==> src/SlaveDaq_macros.svh <==
`ifndef SLAVEDAQ_MACROS_SVH
`define SLAVEDAQ_MACROS_SVH

// Datapath widths
`define DAQ_TIME_W 16           // Time and count registers
`define DAQ_WORD_W 16           // One ASIC readout word

// ASIC timing minimums, in Clk cycles
`define DAQ_T_POWER_RESET 8     // Wake up the LVDS clock receivers
`define DAQ_T_RESET_START 40    // Internal settling after reset release
`define DAQ_T_SRO 16            // Length of the readout start pulse

// Register reset values
`define DAQ_ACQ_TIME_RST 8
`define DAQ_HOLD_TIME_RST 4

// Output stream
`define DAQ_CREDITS 4           // Consumer buffer depth, also initial credit
`define DAQ_FIFO_DEPTH 8        // Packer buffer, power of two

`endif
==> src/DaqPkg.sv <==
package DaqPkg;

    ////////////////////
    // ASIC readout word

    // Header word, marker set
    typedef struct packed {
        logic        Marker;       // 1 for header
        logic [2:0]  ChipId;       // Source chip on the chain
        logic [11:0] EventNumber;  // Acquisition number inside the chip
    } AsicHeader_s;

    // Hit word, marker clear
    typedef struct packed {
        logic       Marker;        // 0 for hit
        logic [5:0] Channel;
        logic       Gain;          // Gain range bit
        logic [7:0] HitPattern;    // One bit per memory column, zero means nothing hit
    } AsicHit_s;

    // Same 16 bits, two decodings
    typedef union packed {
        AsicHeader_s Header;
        AsicHit_s    Hit;
    } AsicWord_u;

    ////////////////////
    // Sequencer states, in cycle order
    typedef enum logic [3:0] {
        Idle, ChipReset, PowerOn, Release, WaitStart, Acquire,
        WaitRead, StartRead, WaitReadDone, OnceEnd, AllDone
    } SeqState_e;

endpackage

==> src/DaqCfgIf.sv <==
`timescale 1ns/1ps
`include "SlaveDaq_macros.svh"

// Configuration down to the sequencer and packer, status back to the registers
interface DaqCfgIf;
    logic                   RunEnable;        // Level, run the ASIC cycle
    logic [`DAQ_TIME_W-1:0] AcquisitionTime;  // StartAcq length minus one
    logic [`DAQ_TIME_W-1:0] EndHoldTime;      // OnceEnd length minus one
    logic                   OnceEndPulse;     // One cycle per completed acquisition
    logic                   Overflow;         // One cycle per dropped word

    modport Regs (
        output RunEnable, AcquisitionTime, EndHoldTime,
        input  OnceEndPulse, Overflow
    );

    modport Seq (
        input  RunEnable, AcquisitionTime, EndHoldTime,
        output OnceEndPulse
    );

    modport Pack (
        output Overflow
    );
endinterface

==> src/AcqSequencer.sv <==
`timescale 1ns/1ps
`include "SlaveDaq_macros.svh"

module AcqSequencer import DaqPkg::*; (
    input  logic Clk,
    input  logic reset_n,
    input  logic AcqStart,       // External trigger, asynchronous
    input  logic ChipSatB,       // Chip full, active low, asynchronous
    input  logic EndReadout,     // End of digital RAM readout, active high
    output logic ResetB,         // ASIC digital reset, active low
    output logic StartAcq,       // Acquisition window
    output logic StartReadout,   // Readout start pulse
    output logic PwrOnA,         // Analogue power pulsing
    output logic PwrOnD,         // Digital power pulsing
    output logic PwrOnDac,       // DAC power pulsing
    output logic OnceEnd,        // End of one acquisition cycle
    DaqCfgIf.Seq Cfg
);

    localparam logic [`DAQ_TIME_W-1:0] TPowerReset = `DAQ_TIME_W'(`DAQ_T_POWER_RESET);
    localparam logic [`DAQ_TIME_W-1:0] TResetStart = `DAQ_TIME_W'(`DAQ_T_RESET_START);
    localparam logic [`DAQ_TIME_W-1:0] TSro        = `DAQ_TIME_W'(`DAQ_T_SRO);

    ////////////////////
    // Input synchronizers
    // Bits 0 and 1 synchronize, bit 2 is the previous value for edge detect
    logic [2:0] AcqStartSync;
    logic [2:0] ChipSatBSync;
    logic [2:0] EndReadoutSync;

    always_ff @(posedge Clk or negedge reset_n) begin
        if (!reset_n) begin
            AcqStartSync   <= 3'b000;
            ChipSatBSync   <= 3'b111;   // Idle level of ChipSatB is high
            EndReadoutSync <= 3'b000;
        end else begin
            AcqStartSync   <= {AcqStartSync[1:0], AcqStart};
            ChipSatBSync   <= {ChipSatBSync[1:0], ChipSatB};
            EndReadoutSync <= {EndReadoutSync[1:0], EndReadout};
        end
    end

    logic TrigRise;    // Trigger arrived
    logic ChipFull;    // ChipSatB falling, some chip memory full
    logic ReadReady;   // ChipSatB rising, readout may start
    logic EndRead;     // EndReadout falling

    assign TrigRise  =  AcqStartSync[1] & ~AcqStartSync[2];
    assign ChipFull  = ~ChipSatBSync[1] &  ChipSatBSync[2];
    assign ReadReady =  ChipSatBSync[1] & ~ChipSatBSync[2];
    assign EndRead   = ~EndReadoutSync[1] & EndReadoutSync[2];

    ////////////////////
    // Acquisition FSM
    SeqState_e              State;
    logic [`DAQ_TIME_W-1:0] DelayCount;   // Shared by every timed state, zero on entry

    always_ff @(posedge Clk or negedge reset_n) begin
        if (!reset_n) begin
            State            <= Idle;
            DelayCount       <= '0;
            Cfg.OnceEndPulse <= 1'b0;
        end else begin
            Cfg.OnceEndPulse <= 1'b0;
            case (State)
                Idle:
                    if (Cfg.RunEnable)
                        State <= ChipReset;
                ChipReset: State <= PowerOn;      // Power comes up, reset held
                PowerOn: begin
                    if (DelayCount < TPowerReset) begin
                        DelayCount <= DelayCount + 1'b1;
                    end else begin
                        DelayCount <= '0;
                        State      <= Release;    // ResetB released here
                    end
                end
                Release: begin
                    if (DelayCount < TResetStart) begin
                        DelayCount <= DelayCount + 1'b1;
                    end else begin
                        DelayCount <= '0;
                        State      <= WaitStart;
                    end
                end
                WaitStart: begin
                    if (!Cfg.RunEnable)
                        State <= AllDone;         // Run stopped, power down
                    else if (TrigRise)
                        State <= Acquire;
                end
                Acquire: begin
                    // Window ends on time out or on a full chip
                    if (DelayCount >= Cfg.AcquisitionTime || ChipFull) begin
                        DelayCount <= '0;
                        State      <= WaitRead;
                    end else begin
                        DelayCount <= DelayCount + 1'b1;
                    end
                end
                WaitRead:
                    if (ReadReady)
                        State <= StartRead;
                StartRead: begin
                    if (DelayCount < TSro) begin
                        DelayCount <= DelayCount + 1'b1;
                    end else begin
                        DelayCount <= '0;
                        State      <= WaitReadDone;
                    end
                end
                WaitReadDone: begin
                    if (EndRead) begin
                        State            <= DaqPkg::OnceEnd;  // Port of same name hides it
                        Cfg.OnceEndPulse <= 1'b1;             // Counted by the registers
                    end
                end
                DaqPkg::OnceEnd: begin
                    if (DelayCount < Cfg.EndHoldTime) begin
                        DelayCount <= DelayCount + 1'b1;
                    end else begin
                        DelayCount <= '0;
                        State      <= WaitStart;  // Re-arm, chip stays powered
                    end
                end
                AllDone: State <= Idle;
                default: State <= Idle;
            endcase
        end
    end

    ////////////////////
    // Outputs decoded from state
    assign ResetB       = !(State inside {ChipReset, PowerOn});
    assign StartAcq     = (State == Acquire);
    assign StartReadout = (State == StartRead);
    assign OnceEnd      = (State == DaqPkg::OnceEnd);

    // Analogue and DAC come up one cycle before digital
    assign PwrOnA   = State inside {ChipReset, PowerOn, Release, WaitStart, Acquire,
                                    WaitRead, StartRead, WaitReadDone, DaqPkg::OnceEnd};
    assign PwrOnDac = PwrOnA;
    assign PwrOnD   = State inside {PowerOn, Release, WaitStart, Acquire,
                                    WaitRead, StartRead, WaitReadDone, DaqPkg::OnceEnd};

endmodule

==> src/DaqRegisters.sv <==
`timescale 1ns/1ps
`include "SlaveDaq_macros.svh"

module DaqRegisters (
    input  logic                   Clk,
    input  logic                   reset_n,
    input  logic                   CfgWrite,   // Single cycle write strobe
    input  logic [1:0]             CfgAddr,
    input  logic [`DAQ_TIME_W-1:0] CfgWData,
    output logic [`DAQ_TIME_W-1:0] CfgRData,   // Combinational from CfgAddr
    DaqCfgIf.Regs                  Cfg
);

    logic                   RunEnableReg;
    logic                   OverflowFlag;   // Sticky, cleared by software
    logic [`DAQ_TIME_W-1:0] AcqTimeReg;
    logic [`DAQ_TIME_W-1:0] HoldTimeReg;
    logic [`DAQ_TIME_W-1:0] AcqCount;       // Completed acquisitions, wraps

    ////////////////////
    // Write side
    always_ff @(posedge Clk or negedge reset_n) begin
        if (!reset_n) begin
            RunEnableReg <= 1'b0;
            OverflowFlag <= 1'b0;
            AcqTimeReg   <= `DAQ_TIME_W'(`DAQ_ACQ_TIME_RST);
            HoldTimeReg  <= `DAQ_TIME_W'(`DAQ_HOLD_TIME_RST);
            AcqCount     <= '0;
        end else begin
            if (CfgWrite) begin
                case (CfgAddr)
                    2'd0: begin
                        RunEnableReg <= CfgWData[0];
                        if (CfgWData[1])
                            OverflowFlag <= 1'b0;  // Write one to clear
                    end
                    2'd1: AcqTimeReg  <= CfgWData;
                    2'd2: HoldTimeReg <= CfgWData;
                    default: ;                     // Count is read only
                endcase
            end
            // New overflow wins over a clear in the same cycle
            if (Cfg.Overflow)
                OverflowFlag <= 1'b1;
            if (Cfg.OnceEndPulse)
                AcqCount <= AcqCount + 1'b1;
        end
    end

    assign Cfg.RunEnable       = RunEnableReg;
    assign Cfg.AcquisitionTime = AcqTimeReg;
    assign Cfg.EndHoldTime     = HoldTimeReg;

    ////////////////////
    // Read mux
    always_comb begin
        case (CfgAddr)
            2'd0:    CfgRData = {{(`DAQ_TIME_W-2){1'b0}}, OverflowFlag, RunEnableReg};
            2'd1:    CfgRData = AcqTimeReg;
            2'd2:    CfgRData = HoldTimeReg;
            default: CfgRData = AcqCount;
        endcase
    end

endmodule

==> src/ReadoutPacker.sv <==
`timescale 1ns/1ps
`include "SlaveDaq_macros.svh"

module ReadoutPacker import DaqPkg::*; (
    input  logic                   Clk,
    input  logic                   reset_n,
    input  logic                   AsicValid,   // ASIC word strobe, cannot be stalled
    input  logic [`DAQ_WORD_W-1:0] AsicData,
    input  logic                   OutCredit,   // One credit back per cycle
    output logic                   OutValid,
    output logic [`DAQ_WORD_W-1:0] OutData,
    DaqCfgIf.Pack                  Cfg
);

    localparam int PtrW    = $clog2(`DAQ_FIFO_DEPTH);
    localparam int CreditW = $clog2(`DAQ_CREDITS + 1);
    localparam logic [CreditW-1:0] MaxCredits = CreditW'(`DAQ_CREDITS);

    ////////////////////
    // Input register and keep decision
    logic      InValid;
    AsicWord_u InWord;
    logic      Keep;

    always_ff @(posedge Clk or negedge reset_n) begin
        if (!reset_n)
            InValid <= 1'b0;
        else
            InValid <= AsicValid;
    end

    always_ff @(posedge Clk) begin
        if (AsicValid)
            InWord <= AsicData;
    end

    // Headers always kept, hits only with something in the pattern
    assign Keep = InWord.Header.Marker || (InWord.Hit.HitPattern != '0);

    ////////////////////
    // Circular buffer, pointers carry one wrap bit
    logic [`DAQ_WORD_W-1:0] Mem [`DAQ_FIFO_DEPTH];
    logic [PtrW:0]          WrPtr;
    logic [PtrW:0]          RdPtr;
    logic [CreditW-1:0]     Credits;
    logic                   Empty, Full, Push, Pop;

    assign Empty = (WrPtr == RdPtr);
    assign Full  = (WrPtr[PtrW] != RdPtr[PtrW]) && (WrPtr[PtrW-1:0] == RdPtr[PtrW-1:0]);
    assign Pop   = OutValid;
    assign Push  = InValid && Keep && (!Full || Pop);  // Slot freed by a pop is reusable

    assign Cfg.Overflow = InValid && Keep && Full && !Pop;  // Word is lost

    always_ff @(posedge Clk) begin
        if (Push)
            Mem[WrPtr[PtrW-1:0]] <= InWord;
    end

    always_ff @(posedge Clk or negedge reset_n) begin
        if (!reset_n) begin
            WrPtr   <= '0;
            RdPtr   <= '0;
            Credits <= MaxCredits;   // Consumer starts empty
        end else begin
            if (Push)
                WrPtr <= WrPtr + 1'b1;
            if (Pop)
                RdPtr <= RdPtr + 1'b1;
            case ({Pop, OutCredit})
                2'b10:   Credits <= Credits - 1'b1;
                2'b01:   if (Credits != MaxCredits) Credits <= Credits + 1'b1;  // Saturate
                default: ;           // Spend and return cancel
            endcase
        end
    end

    ////////////////////
    // Send side, gated by credit
    assign OutValid = !Empty && (Credits != '0);
    assign OutData  = Mem[RdPtr[PtrW-1:0]];

endmodule

==> src/SlaveDaqTop.sv <==
`timescale 1ns/1ps
`include "SlaveDaq_macros.svh"

module SlaveDaqTop (
    input  logic                   Clk,
    input  logic                   reset_n,
    // Config bus
    input  logic                   CfgWrite,
    input  logic [1:0]             CfgAddr,
    input  logic [`DAQ_TIME_W-1:0] CfgWData,
    output logic [`DAQ_TIME_W-1:0] CfgRData,
    // ASIC control and readout
    input  logic                   AcqStart,
    input  logic                   ChipSatB,
    input  logic                   EndReadout,
    input  logic                   AsicValid,
    input  logic [`DAQ_WORD_W-1:0] AsicData,
    output logic                   ResetB,
    output logic                   StartAcq,
    output logic                   StartReadout,
    output logic                   PwrOnA,
    output logic                   PwrOnD,
    output logic                   PwrOnDac,
    output logic                   OnceEnd,
    // Output stream
    output logic                   OutValid,
    output logic [`DAQ_WORD_W-1:0] OutData,
    input  logic                   OutCredit
);

    DaqCfgIf CfgBus ();   // Registers to sequencer and packer

    DaqRegisters i_DaqRegisters (
        .Clk, .reset_n, .CfgWrite, .CfgAddr, .CfgWData, .CfgRData,
        .Cfg (CfgBus.Regs)
    );

    AcqSequencer i_AcqSequencer (
        .Clk, .reset_n, .AcqStart, .ChipSatB, .EndReadout,
        .ResetB, .StartAcq, .StartReadout, .PwrOnA, .PwrOnD, .PwrOnDac, .OnceEnd,
        .Cfg (CfgBus.Seq)
    );

    ReadoutPacker i_ReadoutPacker (
        .Clk, .reset_n, .AsicValid, .AsicData, .OutCredit, .OutValid, .OutData,
        .Cfg (CfgBus.Pack)
    );

endmodule

==> config.mk <==
export PLATFORM = sky130hd
export DESIGN_NAME = SlaveDaqTop
export DESIGN_NICKNAME = d
export VERILOG_FILES = /design/src/DaqPkg.sv /design/src/DaqCfgIf.sv /design/src/AcqSequencer.sv /design/src/DaqRegisters.sv /design/src/ReadoutPacker.sv /design/src/SlaveDaqTop.sv
export VERILOG_INCLUDE_DIRS = /design/src /design/src/src
export SDC_FILE = /design/constraint.sdc
export NUM_CORES = 1
export LEC_CHECK = 0
export BUFFER_PORTS_ARGS = -buffer_cell sky130_fd_sc_hd__clkbuf_2
export CAP_MARGIN = 0
export CORE_MARGIN = 5
export CORE_UTILIZATION = 54
export CTS_BUF_LIST = sky130_fd_sc_hd__clkbuf_16
export DETAILED_ROUTE_END_ITERATION = 10
export HOLD_SLACK_MARGIN = 0.02
export PLACE_DENSITY = 0.82
export SYNTH_ARGS = -nofsm -noshare
export SYNTH_HDL_FRONTEND = slang
export SYNTH_SLANG_ARGS = --single-unit
==> constraint.sdc <==
create_clock -name Clk -period 3 [get_ports Clk]
set_clock_uncertainty 0.2 [all_clocks]
set_input_delay 0.6 -clock Clk [delete_from_list [all_inputs] [get_ports Clk]]
set_output_delay 0.6 -clock Clk [all_outputs]
set_load 0.1 [all_outputs]
Word-level counts from Yosys, hierarchy flattened. Memories as Yosys holds them, arrays and structs flattened. Cells that the tools add are included.

Add/sub/neg operators: 6. Order comparisons: 5. Eq/ne operators: 27. Mux-type cells: 28. Bitwise logic cells: 8. Reduce and logical (&&, ||, !) cells: 31.

Operators with widths (number): 16-bit two-way mux (5); 16-bit one-hot mux with 5 select lines (1); 16-bit one-hot mux with 3 select lines (1); 4-bit two-way mux (10); 4-bit one-hot mux with 10 select lines (1); 16-bit by 1-bit adder with 16-bit output (second input constant) (2); 4-bit by 3-bit == test with 1-bit output (second input constant) (4); 16-bit greater-or-equal comparator (1); 16-bit < comparator (1); 16-bit by 4-bit < comparator with 1-bit output (second input constant) (1); 16-bit by 5-bit < comparator with 1-bit output (second input constant) (1); 16-bit by 6-bit < comparator with 1-bit output (second input constant) (1); 8-bit nonzero test (2); 2-bit != test (second input constant) (5); 2-bit nonzero test (5); 9-bit AND reduction (1); 9-bit nonzero test (1); 4-bit by 1-bit adder with 4-bit output (second input constant) (2); 4-bit by 2-bit == test with 1-bit output (second input constant) (2); 4-bit == test (second input constant) (2); 1-bit two-way mux (8); 2-bit by 1-bit != test with 1-bit output (second input constant) (4); 2-bit AND reduction (4); 1-bit logical AND (6); 21 further kinds (34).

Flip-flop bits (word level): 108. Memory bits (writable): 128. Input bits: 42. Logic and storage cells: 122. Memories kept: 1.

Memories: i_ReadoutPacker.Mem (depth 8, width 16, read ports 1, clocked after memory_dff 0, wr ports 1, line ReadoutPacker.sv:42) `` logic [`DAQ_WORD_W-1:0] Mem [`DAQ_FIFO_DEPTH]; ``.

Logic depth before layout (Yosys ltp).
Depth after elaboration: 7. Gate-level depth with buffers: 9.

Cells and area by module. From an unflattened synthesis, not the netlist that was laid out.

Cells, all modules: 736. Area, all modules: 11023.1 µm².

By module, submodules not included: ReadoutPacker (instances 1, cells each 284, area an instance 6216.0 µm², seq. area each 4625.7 µm²); AcqSequencer (instances 1, cells each 284, area an instance 2406.1 µm², seq. area each 754.5 µm²); DaqRegisters (instances 1, cells each 168, area an instance 2401.1 µm², seq. area each 1253.7 µm²).

Worst setup path before layout. Ideal clock, no wire load.

Kind: register -> output. From: register i_AcqSequencer.State[1]. To: output port PwrOnDac. Arrival: 3.095 ns. Data required time: 2.200 ns. Path slack: -0.895 ns. Stages on the path, launching flop included: 6. Cells stage by stage: dfrtp_1 > buf_6 > clkbuf_1 > nor2_1 > mux2i_1 > buf_4.

Longest elaborated chain between the ends: 2.

Ends and longest elaborated chain: start, declared (line AcqSequencer.sv:55) `SeqState_e State;`; start signal, assigned (line AcqSequencer.sv:60) `State <= Idle;`; start signal, assigned (line AcqSequencer.sv:68) `State <= ChipReset;`; start signal, assigned (line AcqSequencer.sv:69) `ChipReset: State <= PowerOn;`; 4-bit by 1-bit == test with 1-bit output, or another cell as far along (line AcqSequencer.sv:140) `assign PwrOnA = State inside {ChipReset, PowerOn, Release, WaitStart, Acquire,`; 9-bit nonzero test (*) (line AcqSequencer.sv:140); end, declared (line SlaveDaqTop.sv:23) `output logic PwrOnDac,`.

Mark *: on every way between the ends. The rest lies on a longest branch, timed or not.

Worst setup path after layout.
From: register i_ReadoutPacker.RdPtr[0]. To: output port OutData[5].

Longest elaborated chain between the ends: 1.

Ends and longest elaborated chain: start, declared (line ReadoutPacker.sv:44) `logic [PtrW:0] RdPtr;`; start signal, assigned (line ReadoutPacker.sv:69) `RdPtr <= RdPtr + 1'b1;`; memory read 8 x 16 bit; end, declared (line SlaveDaqTop.sv:27) `` output logic [`DAQ_WORD_W-1:0] OutData, ``.

Every way passes these cells.

==> reports/metrics.cfg <==
[run_status]
outcome=finished with violations
failed_checks=setup timing

[synth]
ys_ff_latch=236
synth.mux.area_fraction_pct=13.22
netlist_instances=744
syn_nets=822
yosys_warnings=0
synth.top_cells.by_count=edfxtp_1 (144), dfrtp_1 (86), mux2_2 (54), inv_1 (43), nand2_1 (42)
post_synth_xor_area_fraction_pct=2.269
synth_simple_gate_area_share_pct=8.252
yosysTopAreaCell=edfxtp_1
synthDominantCellAreaShare_pct=40.00
synth_compound_area_share_pct=7.813
synth_flop_cell=edfxtp_1
synthMostInstantiatedCell=edfxtp_1
distinct_cells_synth=64
synth_adder_area_share_pct=4.236
synthArstFlopShare_pct=38.98
synthesis.area_sq_um=10810
seq_area_frac_synth_pct=61.37
dominant_combinational_cell_family_by_area_after_synthesis=multiplexers
synth.avg_cell_area_sq_um=14.53
synth_area_leaders=edfxtp_1 (40%), dfrtp_1 (20%), mux4_2 (7.1%)
synth_enable_flop_cells=144

[setup_path]
critical_path.endpoint=OutData[5]
setup.worst_path.end_class=output pin
worstPathArrival_ps=2220
r2r_setup_slack_ps=170
required_ps=2200
worstSetupPathType=reg -> out
worst_r2r_endpoint=i_AcqSequencer.DelayCount[4]$_DFFE_PN0P_
regToRegStartpoint=i_DaqRegisters.Cfg.EndHoldTime[2]$_DFFE_PN1P_
r2r_cells=9
crit_fanout=13
worstSetupStartpointType=flip-flop
worstSetupStartpoint=i_ReadoutPacker.RdPtr[0]$_DFFE_PN0P_

[timing]
relSlewSlack_pct=30.94
rsz0062_at_grt=yes
hold_viol=0
timing_max_transition_violations_final=0
finalSetupViolCount=7
layout_worst_path_cycle_share_pct=100.6
finalWorstPathRequiredPeriod_ps=3019
fmax_ghz=0.3313
fin_ws_ps=-18.51
worstMarginPinSlew_ps=1032

[flow_run]
maxCapViolations=0

[layout]
drive_above_1_share_pct=32.05
antenna_cells=0
area_growth_pct=22.13
fin_nets=939
layout.filler_cells=1275
multiInputGateArea_sq_um=3989
register_area_sq_um=6635

[detailed_routing]
ant_nets=0
vias_per_cell=6.077
vias=6958
drt_first_pass_iters=5
drt_drc_violations_left=0
drt_iter0_markers=644
drt-wirelength-per-cell_um=22.29
drt_wl_total_mm=25.52

[worst_hold_path]
worst_hold_path_type=in -> reg

[grt]
grt_max_degree=50
grt_first_pass_wirelength_mm=40.03
number_of_global_route_vias_before_repair=7065
grt_util_all_layers_pct=22.77
globalRouteOverflowTotal=0
antenna_found_initial=0

[die]
rows=51
chipHeight_um=151.5
starting_utilization_of_the_core_area_pct=55.18
coreArea_sq_um=19590
chipWidth_um=151.5
io_pins=82
die_area_sq_um=22950

[placement]
routabilityCongestion=0.9178
worst_slack_placed_ps=236.0
number_of_input_and_output_port_buffers_inserted=81
hpwl_mm=16.49

[clocking]
tritoncts=done
htree_levels=1
cts.clk_slew.worst_paths_ps=60
cts_buffers=25
numClockSinks=236
clock_latency_ps=520
clk_path_buf_depth=3
clock_tree_root=clkbuf_16

[pwr]
vdd_ir_drop_max_uv=563.4
pwr_density_cell_nw_per_um2=1062
p_leak_nw=5.315
fin_total_pwr_mw=14.02

==> how the worst min path moves through the flow <==
stage,startpoint,endpoint,slack [ps],depth (start not counted)
3_5_place_dp,i_AcqSequencer.ChipSatBSync[0]$_DFF_PN1_,i_AcqSequencer.ChipSatBSync[1]$_DFF_PN1_,150,0
5_1_grt,AsicData[14],i_ReadoutPacker.InWord[14]$_DFFE_PP_,40,1
2_1_floorplan,reset_n,i_AcqSequencer.AcqStartSync[0]$_DFF_PN0_,100,0
3_3_place_gp,i_AcqSequencer.AcqStartSync[0]$_DFF_PN0_,i_AcqSequencer.AcqStartSync[1]$_DFF_PN0_,140,0
6_report,AsicData[8],i_ReadoutPacker.InWord[8]$_DFFE_PP_,50,1
4_1_cts,AsicData[9],i_ReadoutPacker.InWord[9]$_DFFE_PP_,40,1
==> metal layers <==
layer,track usage (%),share of wire (%),wire length (um)
met1,31.51,41,10440
met2,36.50,49,12390
met3,3.896,6.5,1646
met4,8.760,4.1,1037
met5,0,0,0
==> timing repair <==
action,in CTS,in global routing
gates cloned,2,0
hold endpoints to repair,41,0
endpoints found under the setup margin,19,19
hold buffers,4,0
buffers inserted,2,0
gates resized for setup,17,10
==> cells by family (layout without fill, tap and decap cells) <==
logic type / Yosys count / count (layout)
flops: 236 / 236
fa+ha+maj: 36 / 36
compound gates: 116 / 116
xor+xnor: 28 / 28
simple gates: 161 / 161
buf+inv: 74 / 210
mux: 93 / 93
==> stage by stage <==
step	TNS [ps]	utilization (%)	cell area, sq um	instances	hold slack (ps)
after floorplan	-27.15	-	10870	744	104.4
after global placement	0	62.50	12240	1091	137.8
after detailed placement	0	62.50	12240	1091	147.3
after CTS	-100.1	67.25	13170	1145	41.90
after global routing	-813.2	67.39	13200	1145	42.84
final	-59.37	67.39	13200	1145	52.73
==> layout make-up <==
type	count	share of cell area (%)
clock inverters	21	0.9761
multi-input cells	434	30.21
inverters	43	1.223
well taps	265	2.511
clock buffers	25	4.738
flip-flops and latches	236	50.26
repair buffers	121	10.08
==> report_power, final <==
group / total (mW) / switching, mW / leakage (nW) / internal (mW)
combinational: 6.83 / 4.13 / 2.45 / 2.70
sequential: 4.35 / 0.385 / 2.47 / 3.97
clock: 2.84 / 1.23 / 0.401 / 1.60
==> flip-flops by register name (all words and copies together), names as in the netlist <==
register,count
i_ReadoutPacker.Credits,3
i_ReadoutPacker.WrPtr,4
i_DaqRegisters.Cfg.EndHoldTime,16
i_AcqSequencer.AcqStartSync,3
i_DaqRegisters.OverflowFlag,1
i_DaqRegisters.Cfg.RunEnable,1
i_DaqRegisters.AcqCount,16
i_ReadoutPacker.RdPtr,4
i_AcqSequencer.Cfg.OnceEndPulse,1
i_AcqSequencer.DelayCount,16
i_DaqRegisters.Cfg.AcquisitionTime,16
i_AcqSequencer.ChipSatBSync,3
i_AcqSequencer.State,4
i_ReadoutPacker.Mem,128
i_AcqSequencer.EndReadoutSync,3
i_ReadoutPacker.InWord,16
i_ReadoutPacker.InValid,1
==> layout by cell type, fill, tap and decap left out, drive strengths merged, types with 12 or more instances in the layout <==
master / count
a21oi: 19
a22o: 15
and3: 12
buf: 71
clkbuf: 71
dfrtp: 86
edfxtp: 144
ha: 35
inv: 52
mux2: 55
mux4: 34
nand2: 42
nand3: 13
nor2: 35
o21ai: 34
xnor2: 21
==> critical path, stage by stage, from the launching register on <==
cell and delay (ps):
dfrtp_2 450, buf_12 200, mux4_2 560, mux2_4 310, buf_12 170
Note: power is estimated with default switching activity, not from simulation.
